## config.mk

```make
export PLATFORM = sky130hd
export DESIGN_NAME = uncore_top
export DESIGN_NICKNAME = d
export VERILOG_FILES = /design/src/rtl/soc_map_pkg.sv /design/src/rtl/soc_bus_pkg.sv /design/src/rtl/bus_arbiter.sv /design/src/rtl/dev_decode.sv /design/src/rtl/cfg_regs.sv /design/src/rtl/clint_timer.sv /design/src/rtl/uncore_top.sv
export SDC_FILE = /design/constraint.sdc
export NUM_CORES = 1
export LEC_CHECK = 0
export BUFFER_PORTS_ARGS = -buffer_cell sky130_fd_sc_hd__buf_2
export CAP_MARGIN = 20
export CORE_MARGIN = 5
export CORE_UTILIZATION = 52
export CTS_CLUSTER_DIAMETER = 150
export DETAILED_ROUTE_END_ITERATION = 16
export PLACE_DENSITY = 0.77
export SLEW_MARGIN = 20
export SYNTH_ARGS = -nofsm -noshare
export SYNTH_HDL_FRONTEND = slang
export SYNTH_SLANG_ARGS = --single-unit
```

## constraint.sdc

```tcl
create_clock -name clk_i -period 3 [get_ports clk_i]
set_input_delay 0 -clock clk_i [delete_from_list [all_inputs] [get_ports clk_i]]
set_output_delay 0 -clock clk_i [all_outputs]
set_load 0.005 [all_outputs]
```

## src/rtl/soc_map_pkg.sv

```systemverilog
/* Address map, bus widths, register offsets and core id of the uncore */
`default_nettype none

package soc_map_pkg;

  // Bus widths
  localparam int unsigned addr_width = 12;
  localparam int unsigned data_width = 32;

  // Device field of the address, the bits below it are the register offset
  localparam int unsigned dev_field_msb = 11;
  localparam int unsigned dev_field_lsb = 8;

  localparam logic [dev_field_msb-dev_field_lsb:0] dev_cfg_id   = 4'd0;
  localparam logic [dev_field_msb-dev_field_lsb:0] dev_clint_id = 4'd1;

  // Configuration block offsets
  localparam logic [dev_field_lsb-1:0] cfg_core_id_off = 8'h00;
  localparam logic [dev_field_lsb-1:0] cfg_freeze_off  = 8'h04;
  localparam logic [dev_field_lsb-1:0] cfg_scratch_off = 8'h08;

  // CLINT offsets
  localparam logic [dev_field_lsb-1:0] clint_msip_off     = 8'h00;
  localparam logic [dev_field_lsb-1:0] clint_mtimecmp_off = 8'h08;
  localparam logic [dev_field_lsb-1:0] clint_mtime_off    = 8'h10;

  // Value returned by the read-only core id register
  localparam logic [data_width-1:0] core_id_value = 32'h0000_0005;

endpackage

`default_nettype wire

```

## src/rtl/soc_bus_pkg.sv

```systemverilog
/* Device bus enums: operation, device select, arbiter state, requester */
`default_nettype none

package soc_bus_pkg;

  typedef enum logic
  {
    op_read  = 1'b0,
    op_write = 1'b1
  } bus_op_e;

  typedef enum logic [1:0]
  {
    sel_cfg   = 2'd0,
    sel_clint = 2'd1,
    sel_none  = 2'd2
  } dev_sel_e;

  typedef enum logic
  {
    arb_idle = 1'b0,
    arb_busy = 1'b1
  } arb_state_e;

  // Requester that holds the bus
  typedef enum logic
  {
    src_core = 1'b0,
    src_io   = 1'b1
  } req_src_e;

endpackage

`default_nettype wire

```

## src/rtl/bus_arbiter.sv

```systemverilog
/* Round-robin arbiter of the core and I/O requesters onto the device bus,
   with response return to the granted port */
`timescale 1ns/1ps
`default_nettype none

module bus_arbiter
  (input  logic                               clk_i
   , input  logic                             rst_n_i

   , input  logic                             core_req_v_i
   , input  logic                             core_req_we_i
   , input  logic [soc_map_pkg::addr_width-1:0] core_req_addr_i
   , input  logic [soc_map_pkg::data_width-1:0] core_req_wdata_i
   , output logic                             core_req_ready_o
   , output logic                             core_rsp_v_o
   , output logic [soc_map_pkg::data_width-1:0] core_rsp_rdata_o
   , output logic                             core_rsp_err_o

   , input  logic                             io_req_v_i
   , input  logic                             io_req_we_i
   , input  logic [soc_map_pkg::addr_width-1:0] io_req_addr_i
   , input  logic [soc_map_pkg::data_width-1:0] io_req_wdata_i
   , output logic                             io_req_ready_o
   , output logic                             io_rsp_v_o
   , output logic [soc_map_pkg::data_width-1:0] io_rsp_rdata_o
   , output logic                             io_rsp_err_o

   , output logic                             bus_v_o
   , output soc_bus_pkg::bus_op_e             bus_op_o
   , output logic [soc_map_pkg::addr_width-1:0] bus_addr_o
   , output logic [soc_map_pkg::data_width-1:0] bus_wdata_o
   , input  logic                             bus_rsp_v_i
   , input  logic [soc_map_pkg::data_width-1:0] bus_rdata_i
   , input  logic                             bus_err_i
   );

  soc_bus_pkg::arb_state_e state_q;
  soc_bus_pkg::req_src_e last_src_q;
  logic bus_v_q;
  soc_bus_pkg::bus_op_e bus_op_q;
  logic [soc_map_pkg::addr_width-1:0] bus_addr_q;
  logic [soc_map_pkg::data_width-1:0] bus_wdata_q;
  logic idle;
  logic core_accept;
  logic io_accept;

  assign idle = (state_q == soc_bus_pkg::arb_idle);

  // A port yields only when the other one requests and has priority
  assign core_req_ready_o = idle & ~(io_req_v_i & (last_src_q == soc_bus_pkg::src_core));
  assign io_req_ready_o   = idle & ~(core_req_v_i & (last_src_q == soc_bus_pkg::src_io));

  assign core_accept = core_req_v_i & core_req_ready_o;
  assign io_accept   = io_req_v_i & io_req_ready_o;

  always_ff @(posedge clk_i or negedge rst_n_i)
  begin
    if (!rst_n_i)
    begin
      state_q    <= soc_bus_pkg::arb_idle;
      last_src_q <= soc_bus_pkg::src_io;
      bus_v_q    <= 1'b0;
    end
    else
    begin
      bus_v_q <= core_accept | io_accept;
      if (core_accept)
      begin
        state_q    <= soc_bus_pkg::arb_busy;
        last_src_q <= soc_bus_pkg::src_core;
      end
      else if (io_accept)
      begin
        state_q    <= soc_bus_pkg::arb_busy;
        last_src_q <= soc_bus_pkg::src_io;
      end
      else if (bus_rsp_v_i)
        state_q <= soc_bus_pkg::arb_idle;
    end
  end

  // Granted request, captured at acceptance
  always_ff @(posedge clk_i)
  begin
    if (core_accept)
    begin
      bus_op_q    <= soc_bus_pkg::bus_op_e'(core_req_we_i);
      bus_addr_q  <= core_req_addr_i;
      bus_wdata_q <= core_req_wdata_i;
    end
    else if (io_accept)
    begin
      bus_op_q    <= soc_bus_pkg::bus_op_e'(io_req_we_i);
      bus_addr_q  <= io_req_addr_i;
      bus_wdata_q <= io_req_wdata_i;
    end
  end

  assign bus_v_o     = bus_v_q;
  assign bus_op_o    = bus_op_q;
  assign bus_addr_o  = bus_addr_q;
  assign bus_wdata_o = bus_wdata_q;

  // Response goes back to whoever holds the grant
  assign core_rsp_v_o     = bus_rsp_v_i & (last_src_q == soc_bus_pkg::src_core);
  assign io_rsp_v_o       = bus_rsp_v_i & (last_src_q == soc_bus_pkg::src_io);
  assign core_rsp_rdata_o = bus_rdata_i;
  assign io_rsp_rdata_o   = bus_rdata_i;
  assign core_rsp_err_o   = bus_err_i;
  assign io_rsp_err_o     = bus_err_i;

endmodule

`default_nettype wire

```

## src/rtl/dev_decode.sv

```systemverilog
/* Device bus address decode, response mux and error response for unmapped
   addresses */
`timescale 1ns/1ps
`default_nettype none

module dev_decode
  (input  logic                                  clk_i
   , input  logic                                rst_n_i

   , input  logic                                bus_v_i
   , input  soc_bus_pkg::bus_op_e                bus_op_i
   , input  logic [soc_map_pkg::addr_width-1:0]    bus_addr_i
   , input  logic [soc_map_pkg::data_width-1:0]    bus_wdata_i

   , output logic                                cfg_v_o
   , output logic                                clint_v_o
   , output soc_bus_pkg::bus_op_e                dev_op_o
   , output logic [soc_map_pkg::dev_field_lsb-1:0] dev_off_o
   , output logic [soc_map_pkg::data_width-1:0]    dev_wdata_o

   , input  logic                                cfg_rsp_v_i
   , input  logic [soc_map_pkg::data_width-1:0]    cfg_rdata_i
   , input  logic                                clint_rsp_v_i
   , input  logic [soc_map_pkg::data_width-1:0]    clint_rdata_i

   , output logic                                bus_rsp_v_o
   , output logic [soc_map_pkg::data_width-1:0]    bus_rdata_o
   , output logic                                bus_err_o
   );

  logic [soc_map_pkg::dev_field_msb-soc_map_pkg::dev_field_lsb:0] dev_field;
  soc_bus_pkg::dev_sel_e dev_sel;
  logic err_v_q;

  assign dev_field = bus_addr_i[soc_map_pkg::dev_field_msb:soc_map_pkg::dev_field_lsb];

  always_comb
  begin
    if (dev_field == soc_map_pkg::dev_cfg_id)
      dev_sel = soc_bus_pkg::sel_cfg;
    else if (dev_field == soc_map_pkg::dev_clint_id)
      dev_sel = soc_bus_pkg::sel_clint;
    else
      dev_sel = soc_bus_pkg::sel_none;
  end

  assign cfg_v_o     = bus_v_i & (dev_sel == soc_bus_pkg::sel_cfg);
  assign clint_v_o   = bus_v_i & (dev_sel == soc_bus_pkg::sel_clint);
  assign dev_op_o    = bus_op_i;
  assign dev_off_o   = bus_addr_i[soc_map_pkg::dev_field_lsb-1:0];
  assign dev_wdata_o = bus_wdata_i;

  // Unmapped access answers one cycle later, like a real device would
  always_ff @(posedge clk_i or negedge rst_n_i)
  begin
    if (!rst_n_i)
      err_v_q <= 1'b0;
    else
      err_v_q <= bus_v_i & (dev_sel == soc_bus_pkg::sel_none);
  end

  assign bus_rsp_v_o = cfg_rsp_v_i | clint_rsp_v_i | err_v_q;
  assign bus_err_o   = err_v_q;

  always_comb
  begin
    if (cfg_rsp_v_i)
      bus_rdata_o = cfg_rdata_i;
    else if (clint_rsp_v_i)
      bus_rdata_o = clint_rdata_i;
    else
      bus_rdata_o = '0;
  end

endmodule

`default_nettype wire

```

## src/rtl/cfg_regs.sv

```systemverilog
/* Configuration registers: read-only core id, freeze control, scratch */
`timescale 1ns/1ps
`default_nettype none

module cfg_regs
  (input  logic                                  clk_i
   , input  logic                                rst_n_i
   , input  logic                                cfg_v_i
   , input  soc_bus_pkg::bus_op_e                dev_op_i
   , input  logic [soc_map_pkg::dev_field_lsb-1:0] dev_off_i
   , input  logic [soc_map_pkg::data_width-1:0]    dev_wdata_i
   , output logic                                cfg_rsp_v_o
   , output logic [soc_map_pkg::data_width-1:0]    cfg_rdata_o
   , output logic                                freeze_o
   );

  logic freeze_q;
  logic [soc_map_pkg::data_width-1:0] scratch_q;
  logic [soc_map_pkg::data_width-1:0] read_data;
  logic [soc_map_pkg::data_width-1:0] rdata_q;
  logic rsp_v_q;
  logic wr_en;

  assign wr_en = cfg_v_i & (dev_op_i == soc_bus_pkg::op_write);

  always_comb
  begin
    case (dev_off_i)
      soc_map_pkg::cfg_core_id_off: read_data = soc_map_pkg::core_id_value;
      soc_map_pkg::cfg_freeze_off:  read_data = {{(soc_map_pkg::data_width-1){1'b0}}, freeze_q};
      soc_map_pkg::cfg_scratch_off: read_data = scratch_q;
      default:                      read_data = '0;
    endcase
  end

  // Core stays frozen until software clears bit 0
  always_ff @(posedge clk_i or negedge rst_n_i)
  begin
    if (!rst_n_i)
    begin
      freeze_q  <= 1'b1;
      scratch_q <= '0;
      rsp_v_q   <= 1'b0;
    end
    else
    begin
      rsp_v_q <= cfg_v_i;
      if (wr_en && (dev_off_i == soc_map_pkg::cfg_freeze_off))
        freeze_q <= dev_wdata_i[0];
      if (wr_en && (dev_off_i == soc_map_pkg::cfg_scratch_off))
        scratch_q <= dev_wdata_i;
    end
  end

  // Writes answer with zero data
  always_ff @(posedge clk_i)
  begin
    if (cfg_v_i)
      rdata_q <= wr_en ? '0 : read_data;
  end

  assign cfg_rsp_v_o = rsp_v_q;
  assign cfg_rdata_o = rdata_q;
  assign freeze_o    = freeze_q;

endmodule

`default_nettype wire

```

## src/rtl/clint_timer.sv

```systemverilog
/* CLINT: machine time counter, compare register, software interrupt bit and
   the timer and software interrupt lines */
`timescale 1ns/1ps
`default_nettype none

module clint_timer
  (input  logic                                  clk_i
   , input  logic                                rst_n_i
   , input  logic                                clint_v_i
   , input  soc_bus_pkg::bus_op_e                dev_op_i
   , input  logic [soc_map_pkg::dev_field_lsb-1:0] dev_off_i
   , input  logic [soc_map_pkg::data_width-1:0]    dev_wdata_i
   , output logic                                clint_rsp_v_o
   , output logic [soc_map_pkg::data_width-1:0]    clint_rdata_o
   , output logic                                timer_irq_o
   , output logic                                software_irq_o
   );

  logic [soc_map_pkg::data_width-1:0] mtime_q;
  logic [soc_map_pkg::data_width-1:0] mtimecmp_q;
  logic msip_q;
  logic timer_irq_q;
  logic rsp_v_q;
  logic [soc_map_pkg::data_width-1:0] rdata_q;
  logic [soc_map_pkg::data_width-1:0] read_data;
  logic wr_en;

  assign wr_en = clint_v_i & (dev_op_i == soc_bus_pkg::op_write);

  always_comb
  begin
    case (dev_off_i)
      soc_map_pkg::clint_msip_off:     read_data = {{(soc_map_pkg::data_width-1){1'b0}}, msip_q};
      soc_map_pkg::clint_mtimecmp_off: read_data = mtimecmp_q;
      soc_map_pkg::clint_mtime_off:    read_data = mtime_q;
      default:                         read_data = '0;
    endcase
  end

  always_ff @(posedge clk_i or negedge rst_n_i)
  begin
    if (!rst_n_i)
    begin
      mtime_q     <= '0;
      mtimecmp_q  <= '1;
      msip_q      <= 1'b0;
      timer_irq_q <= 1'b0;
      rsp_v_q     <= 1'b0;
    end
    else
    begin
      rsp_v_q     <= clint_v_i;
      timer_irq_q <= (mtime_q >= mtimecmp_q);

      // A software write to mtime wins over the increment
      if (wr_en && (dev_off_i == soc_map_pkg::clint_mtime_off))
        mtime_q <= dev_wdata_i;
      else
        mtime_q <= mtime_q + 1;

      if (wr_en && (dev_off_i == soc_map_pkg::clint_mtimecmp_off))
        mtimecmp_q <= dev_wdata_i;
      if (wr_en && (dev_off_i == soc_map_pkg::clint_msip_off))
        msip_q <= dev_wdata_i[0];
    end
  end

  always_ff @(posedge clk_i)
  begin
    if (clint_v_i)
      rdata_q <= wr_en ? '0 : read_data;
  end

  assign clint_rsp_v_o  = rsp_v_q;
  assign clint_rdata_o  = rdata_q;
  assign timer_irq_o    = timer_irq_q;
  assign software_irq_o = msip_q;

endmodule

`default_nettype wire

```

## src/rtl/uncore_top.sv

```systemverilog
/* Uncore top: arbiter, address decoder, configuration block and CLINT */
`timescale 1ns/1ps
`default_nettype none

module uncore_top
  (input  logic                               clk_i
   , input  logic                             rst_n_i

   , input  logic                             core_req_v_i
   , input  logic                             core_req_we_i
   , input  logic [soc_map_pkg::addr_width-1:0] core_req_addr_i
   , input  logic [soc_map_pkg::data_width-1:0] core_req_wdata_i
   , output logic                             core_req_ready_o
   , output logic                             core_rsp_v_o
   , output logic [soc_map_pkg::data_width-1:0] core_rsp_rdata_o
   , output logic                             core_rsp_err_o

   , input  logic                             io_req_v_i
   , input  logic                             io_req_we_i
   , input  logic [soc_map_pkg::addr_width-1:0] io_req_addr_i
   , input  logic [soc_map_pkg::data_width-1:0] io_req_wdata_i
   , output logic                             io_req_ready_o
   , output logic                             io_rsp_v_o
   , output logic [soc_map_pkg::data_width-1:0] io_rsp_rdata_o
   , output logic                             io_rsp_err_o

   , output logic                             freeze_o
   , output logic                             timer_irq_o
   , output logic                             software_irq_o
   );

  // Shared device bus
  logic bus_v, bus_rsp_v, bus_err;
  soc_bus_pkg::bus_op_e bus_op;
  logic [soc_map_pkg::addr_width-1:0] bus_addr;
  logic [soc_map_pkg::data_width-1:0] bus_wdata, bus_rdata;

  // Per-device side of the decoder
  logic cfg_v, clint_v, cfg_rsp_v, clint_rsp_v;
  soc_bus_pkg::bus_op_e dev_op;
  logic [soc_map_pkg::dev_field_lsb-1:0] dev_off;
  logic [soc_map_pkg::data_width-1:0] dev_wdata, cfg_rdata, clint_rdata;

  bus_arbiter arbiter
    (.clk_i(clk_i)
     ,.rst_n_i(rst_n_i)
     ,.core_req_v_i(core_req_v_i)
     ,.core_req_we_i(core_req_we_i)
     ,.core_req_addr_i(core_req_addr_i)
     ,.core_req_wdata_i(core_req_wdata_i)
     ,.core_req_ready_o(core_req_ready_o)
     ,.core_rsp_v_o(core_rsp_v_o)
     ,.core_rsp_rdata_o(core_rsp_rdata_o)
     ,.core_rsp_err_o(core_rsp_err_o)
     ,.io_req_v_i(io_req_v_i)
     ,.io_req_we_i(io_req_we_i)
     ,.io_req_addr_i(io_req_addr_i)
     ,.io_req_wdata_i(io_req_wdata_i)
     ,.io_req_ready_o(io_req_ready_o)
     ,.io_rsp_v_o(io_rsp_v_o)
     ,.io_rsp_rdata_o(io_rsp_rdata_o)
     ,.io_rsp_err_o(io_rsp_err_o)
     ,.bus_v_o(bus_v)
     ,.bus_op_o(bus_op)
     ,.bus_addr_o(bus_addr)
     ,.bus_wdata_o(bus_wdata)
     ,.bus_rsp_v_i(bus_rsp_v)
     ,.bus_rdata_i(bus_rdata)
     ,.bus_err_i(bus_err)
     );

  dev_decode decode
    (.clk_i(clk_i)
     ,.rst_n_i(rst_n_i)
     ,.bus_v_i(bus_v)
     ,.bus_op_i(bus_op)
     ,.bus_addr_i(bus_addr)
     ,.bus_wdata_i(bus_wdata)
     ,.cfg_v_o(cfg_v)
     ,.clint_v_o(clint_v)
     ,.dev_op_o(dev_op)
     ,.dev_off_o(dev_off)
     ,.dev_wdata_o(dev_wdata)
     ,.cfg_rsp_v_i(cfg_rsp_v)
     ,.cfg_rdata_i(cfg_rdata)
     ,.clint_rsp_v_i(clint_rsp_v)
     ,.clint_rdata_i(clint_rdata)
     ,.bus_rsp_v_o(bus_rsp_v)
     ,.bus_rdata_o(bus_rdata)
     ,.bus_err_o(bus_err)
     );

  cfg_regs cfg
    (.clk_i(clk_i)
     ,.rst_n_i(rst_n_i)
     ,.cfg_v_i(cfg_v)
     ,.dev_op_i(dev_op)
     ,.dev_off_i(dev_off)
     ,.dev_wdata_i(dev_wdata)
     ,.cfg_rsp_v_o(cfg_rsp_v)
     ,.cfg_rdata_o(cfg_rdata)
     ,.freeze_o(freeze_o)
     );

  clint_timer clint
    (.clk_i(clk_i)
     ,.rst_n_i(rst_n_i)
     ,.clint_v_i(clint_v)
     ,.dev_op_i(dev_op)
     ,.dev_off_i(dev_off)
     ,.dev_wdata_i(dev_wdata)
     ,.clint_rsp_v_o(clint_rsp_v)
     ,.clint_rdata_o(clint_rdata)
     ,.timer_irq_o(timer_irq_o)
     ,.software_irq_o(software_irq_o)
     );

endmodule

`default_nettype wire

```

### After elaboration in Yosys (flattened, before gate mapping)

Cells that the tools add are included.

* bits in registers: 214
* latch bits: 0
* memory bits (writable): 0
* bits in read-only memories: 0
* input bits: 94
* output and inout port bits: 73
* logic and storage cells: 73
* memories: 0

* add/subtract/negate cells: 1
* $mul: 0
* divide/modulo/power cells: 0
* magnitude comparators: 1
* eq/ne operators: 6
* shift operators: 0
* mux-type cells: 18
* bitwise operators: 20
* reductions and logical operators: 10

Operator list (number)
* one-hot mux 32 bit (3 select lines): 2
* two-way mux 32 bit: 5
* adder 32 x 1 -> 32 bit, second input constant: 1
* >= comparator 32 bit: 1
* two-way mux 12 bit: 2
* bitwise AND 1 bit: 13
* equality test 8 x 3 -> 1 bit, second input constant: 1
* equality test 8 x 4 -> 1 bit, second input constant: 1
* equality test 8 x 5 -> 1 bit, second input constant: 1
* logical NOT 8 bit: 1
* two-way mux 1 bit: 7
* logical AND 1 bit: 5
* equality test 4 x 1 -> 1 bit, second input constant: 1
* logical NOT 4 bit: 1
* two-way mux 2 bit: 2
* NOT 1 bit: 4
* bitwise OR 1 bit: 3
* nonzero test 3 bit: 1
* equality test 2 x 1 -> 1 bit, second input constant: 1
* equality test 2 bit, second input constant: 1
* logical NOT 2 bit: 1
* nonzero test 2 bit: 1

### Depth between registers and ports, before layout

* word-level depth: 8
* mapped depth: 7

### Modules after synthesis

Synthesis repeated with hierarchy kept, for this count alone.

* cells, all modules: 915
* area, all modules: 11409.7 µm²

By module, submodules not included
* clint_timer: times used 1, cells an instance 499, area each 5322.6 µm²
* bus_arbiter: times used 1, cells an instance 176, area each 2707.6 µm²
* cfg_regs: times used 1, cells an instance 151, area each 2652.5 µm²
* dev_decode: times used 1, cells an instance 89, area each 726.9 µm²

### Worst setup path after synthesis

Ideal clock, no wire load.

* kind: reg-to-reg
* from: register arbiter.state_q
* to: register arbiter.bus_addr_q (netlist bit arbiter.bus_addr_o[0]) (enable)
* setup time: 0.452 ns
* data arrival time: 2.372 ns
* slack: 0.176 ns
* stages on the path, launching flop included: 2
* clock period less this slack: 2.824 ns
* cells stage by stage: dfrtp_1 > nor2_1

* longest elaborated chain between the ends: 4
* elaborated cells on any way between the ends: 6
* those cells by class: bitwise (5); reduce/logical (1)

RTL lines
* start, declared: line bus_arbiter.sv:37 `soc_bus_pkg::arb_state_e state_q;`
* start signal, assigned: line bus_arbiter.sv:60 `state_q <= soc_bus_pkg::arb_idle;`
* start signal, assigned: line bus_arbiter.sv:69 `state_q <= soc_bus_pkg::arb_busy;`
* start signal, assigned: line bus_arbiter.sv:74 `state_q <= soc_bus_pkg::arb_busy;`
* NOT 1 bit *: line bus_arbiter.sv:47 `assign idle = (state_q == soc_bus_pkg::arb_idle);`
* bitwise AND 1 bit (on tied branches): line bus_arbiter.sv:51, bus_arbiter.sv:50
* bitwise AND 1 bit (on tied branches): line bus_arbiter.sv:54, bus_arbiter.sv:53
* nonzero test 2 bit (no line) *
* end signal, assigned: line bus_arbiter.sv:88 `bus_addr_q <= core_req_addr_i;`
* end signal, assigned: line bus_arbiter.sv:94 `bus_addr_q <= io_req_addr_i;`
* end, declared: line bus_arbiter.sv:41 `logic [soc_map_pkg::addr_width-1:0] bus_addr_q;`

Mark *: on every way between the ends. The rest lies on a longest branch, timed or not.
A chain may end at the register's enable or synchronous reset.

### Worst setup path after layout

* from: register arbiter.bus_addr_q (netlist bit arbiter.bus_addr_o[1])
* to: register clint.mtimecmp_q[13] (netlist bit)

* longest elaborated chain between the ends: 2

RTL lines
* equality test 8 x 4 -> 1 bit: line clint_timer.sv:61 `if (wr_en && (dev_off_i == soc_map_pkg::clint_mtimecmp_off))`
* logical AND 1 bit: line clint_timer.sv:61
* end signal, assigned: line clint_timer.sv:62 `mtimecmp_q <= dev_wdata_i;`
* end, declared: line clint_timer.sv:20 `logic [soc_map_pkg::data_width-1:0] mtimecmp_q;`

No other way between the ends.

==> reports/metrics.cfg <==
[synth]
synth-seq-area-share = 0.558
synth_fp_nets = 955
yosys.area.top_type = edfxtp_1
synth_cell_type_count = 43
ys.flop_type = edfxtp_1
ys_ff_latch = 214
syn_avg_cell_area_um2 = 12.9
synth_top_area_frac = 0.308
syn-cell-area_um2 = 10600
yosysWarningCount = 0
syn_inst = 828
synthArstFlopShare = 0.491
synthTopCellsByArea = edfxtp_1 31%, dfrtp_1 17%, mux2_4 8.5%
synth_edf_count = 109

[timing]
tightest_slew_ns = 0.864
relSlewSlack = 0.424
tns_ns = 0
hold_violations = 0
fmax_mhz = 398
layout_min_cycle_time_ns = 2.51
setup_viol = 0
rsz0062_at_grt = no
drv_slew = 0
finalClockSkew_ns = 0.00993
fin_crit_sh = 0.837
whs_ns = 0.154

[placed_design]
dpl_cell_area_um2 = 11500
gp_congestion = 0.900
dp_hpwl_um = 15600
placement.io_buffers = 166

[global_routing]
grt_pass1_wl_um = 39800
antenna_found_initial = 0
grt-ovfl-total = 0
grt_usage = 0.208
grt_max_degree = 66
grt_pass1_vias = 7635

[setup_path]
crit_family = simple AND/OR/NAND/NOR gates
cp-end-kind = register
worstRegToRegCells = 6
cp.required_ns = 3.43
worst_path_largest_cell_delay_ns = 0.58
critical_path_class = register to register
slowest_stage = or4_4
crit_fanout = 32
crit_path_start_kind = register
cp.depth = 6
path_buf_inv = 1
cp_cell_sequence = or4_4, nor4_2, and2_1, buf_4, nand2_4, mux2_4
crit_arrival_ns = 2.94

[clocking]
clockBufferDepth = 3
clock-sinks = 214
cts_buffers = 24
cts_root_buf = clkbuf_16
cts-htree-levels = 1
clk_pin_slew_ns = 0.06
clk_latency_ns = 0.51
cts_tree = done

[floorplanning]
coreArea_um2 = 20200
die_area_um2 = 23400
io_pins = 167
die_w_um = 153
rows = 52
fp.dieH_um = 153
start_util = 0.528

[power]
p_per_area_nw_per_um2 = 598
p_leak_nw = 5.71
power.share.combinational = 0.158
clkPwrFrac = 0.367
p_switching_mw = 2.01
seqPwrFrac = 0.475
ir_worst_vdd_mv = 0.699
p_int_mw = 5.91
switching_share = 0.254

[cells_and_area]
antennaDiodeCount = 0
areaGrowthSynthToFinish_pct = 24.4
nFillCells = 1463
nNetsFinal = 1185
post-route-util = 0.657
final_area_um2 = 13200
layout-drive-gt1-share = 0.350

[outcome]
status = completed

[detailed_routing]
drt_iter0_drc = 411
via_count = 7318
drt-pass1-iter-count = 5
ant_nets = 0
vias_per_cell = 5.44
post_drt_wl_per_cell_um = 18.3
wl_um = 24600
remaining_drc_errors = 0

[job]
maxCapViolCount = 0

[hold_path]
hp-class = input port to asynchronous set/reset pin

## repair_timing
| action | CTS | global route |
|---|---|---|
| hold endpoints to repair | 91 | 0 |
| gates resized for setup | 0 | 0 |
| setup buffers | 0 | 0 |
| hold buffers | 93 | 0 |
## Yosys cell counts, drive strengths merged (8+ instances only)
master	n
and4	9
and3	8
nor4	11
dfrtp	71
edfxtp	109
a21oi	47
buf	43
nand3	13
mux2	113
a22o	31
inv	41
nor2	70
a22oi	32
nand4	10
nor3	10
nand2	20
clkbuf	30
dfstp	34
ha	33
xnor2	22
xor2	8
and2	32
## worst register-to-register path, cell delays in order, from the launching register on
cell	delay, ns
edfxtp_1	0.35
or4_4	0.58
nor4_2	0.18
and2_1	0.25
buf_4	0.21
nand2_4	0.39
mux2_4	0.47
## cells in the final DEF, fill, tap and decap left out, types with 3 or more instances in the layout
cell             n
xnor2_1         22
a22oi_1         32
mux2_4          60
clkinv_2         3
o21ai_0          5
clkbuf_1         8
ha_1            33
nor4_1           9
nand2b_1         3
nand3_1         13
dfstp_2         34
xor2_1           8
nand2_1         16
clkbuf_8         3
nor3_1          10
and3_1           7
mux2_2          53
buf_4           18
clkbuf_16       25
nor2b_1          4
a2111oi_0        4
a22o_1          31
a21o_1           5
edfxtp_1       109
dlygate4sd3_1   93
a21oi_1         47
buf_2          165
and4_1           9
nand4_1         10
and2_1          32
inv_1           41
dfrtp_1         71
nor2_1          69
## per-stage QoR
| stage | instances | setup WS (ns) | power [mW] |
|---|---|---|---|
| after global routing | 1346 | 0.374 | 8.25 |
| after detailed placement | 1209 | 0.514 | 4.83 |
| final | 1346 | 0.490 | 7.92 |
| after CTS | 1346 | 0.494 | 7.94 |
| after global placement | 1209 | 0.555 | 4.78 |
| after floorplan | 828 | 0.176 | 4.37 |
## logic make-up after synthesis
logic type | share of synthesized area
buffers and inverters | 0.0571
multiplexers | 0.141
XOR/XNOR | 0.0247
AO/OA/AOI/OAI | 0.0809
adder cells (fa/ha/maj) | 0.0388
AND/OR/NAND/NOR | 0.0993
flip-flops | 0.558
## final timing paths
| path | startpoint | end | slack, ns |
|---|---|---|---|
| max | arbiter.bus_addr_o[1] | clint.mtimecmp_q[13] | 0.49 |
| min | rst_n_i | cfg.scratch_q[4] | 0.15 |
| max reg2reg | arbiter.bus_addr_o[1] | clint.mtimecmp_q[13] | 0.49 |
| min reg2reg | cfg.scratch_q[25] | cfg.scratch_q[25] | 0.50 |
| max in group asynchronous | rst_n_i | clint.mtimecmp_q[12] | 1.97 |
| min in group clk_i | io_req_v_i | arbiter.bus_wdata_o[30] | 0.17 |
## registers in the layout, indices dropped and copies added, names as in the netlist, 12 cells and up
| signal | flops |
|---|---|
| arbiter.bus_addr_o | 12 |
| cfg.scratch_q | 32 |
| clint.mtimecmp_q | 32 |
| clint.clint_rdata_o | 32 |
| cfg.cfg_rdata_o | 32 |
| arbiter.bus_wdata_o | 32 |
| clint.mtime_q | 32 |
## per-layer routing
layer / vias up / track usage / wire length (µm)
met5: - / 0 / 0
met2: 239 / 0.354 / 12200
met1: 3595 / 0.277 / 10400
li1: 3434 / - / -
met3: 50 / 0.0353 / 1410
met4: 0 / 0.0581 / 610
## final cells by class
class | count | area (µm²) | area share
multi-input combinational | 500 | 4110 | 0.310
clock inverter | 8 | 90.1 | 0.00680
sequential | 214 | 5940 | 0.449
timing repair buffer | 277 | 1910 | 0.144
clock buffer | 36 | 697 | 0.0526
inverter | 41 | 154 | 0.0116
tap | 270 | 338 | 0.0255
## power groups by stage
stage               Sequential (mW)  Combinational [mW]  Clock, mW
floorplan                      3.70               0.669          0
global placement               3.80               0.978          0
detailed placement             3.82                1.01          0
CTS                            3.77                1.24       2.94
global route                   3.81                1.36       3.08
finish                         3.76                1.25       2.91
(Power assumes the default switching activity.)
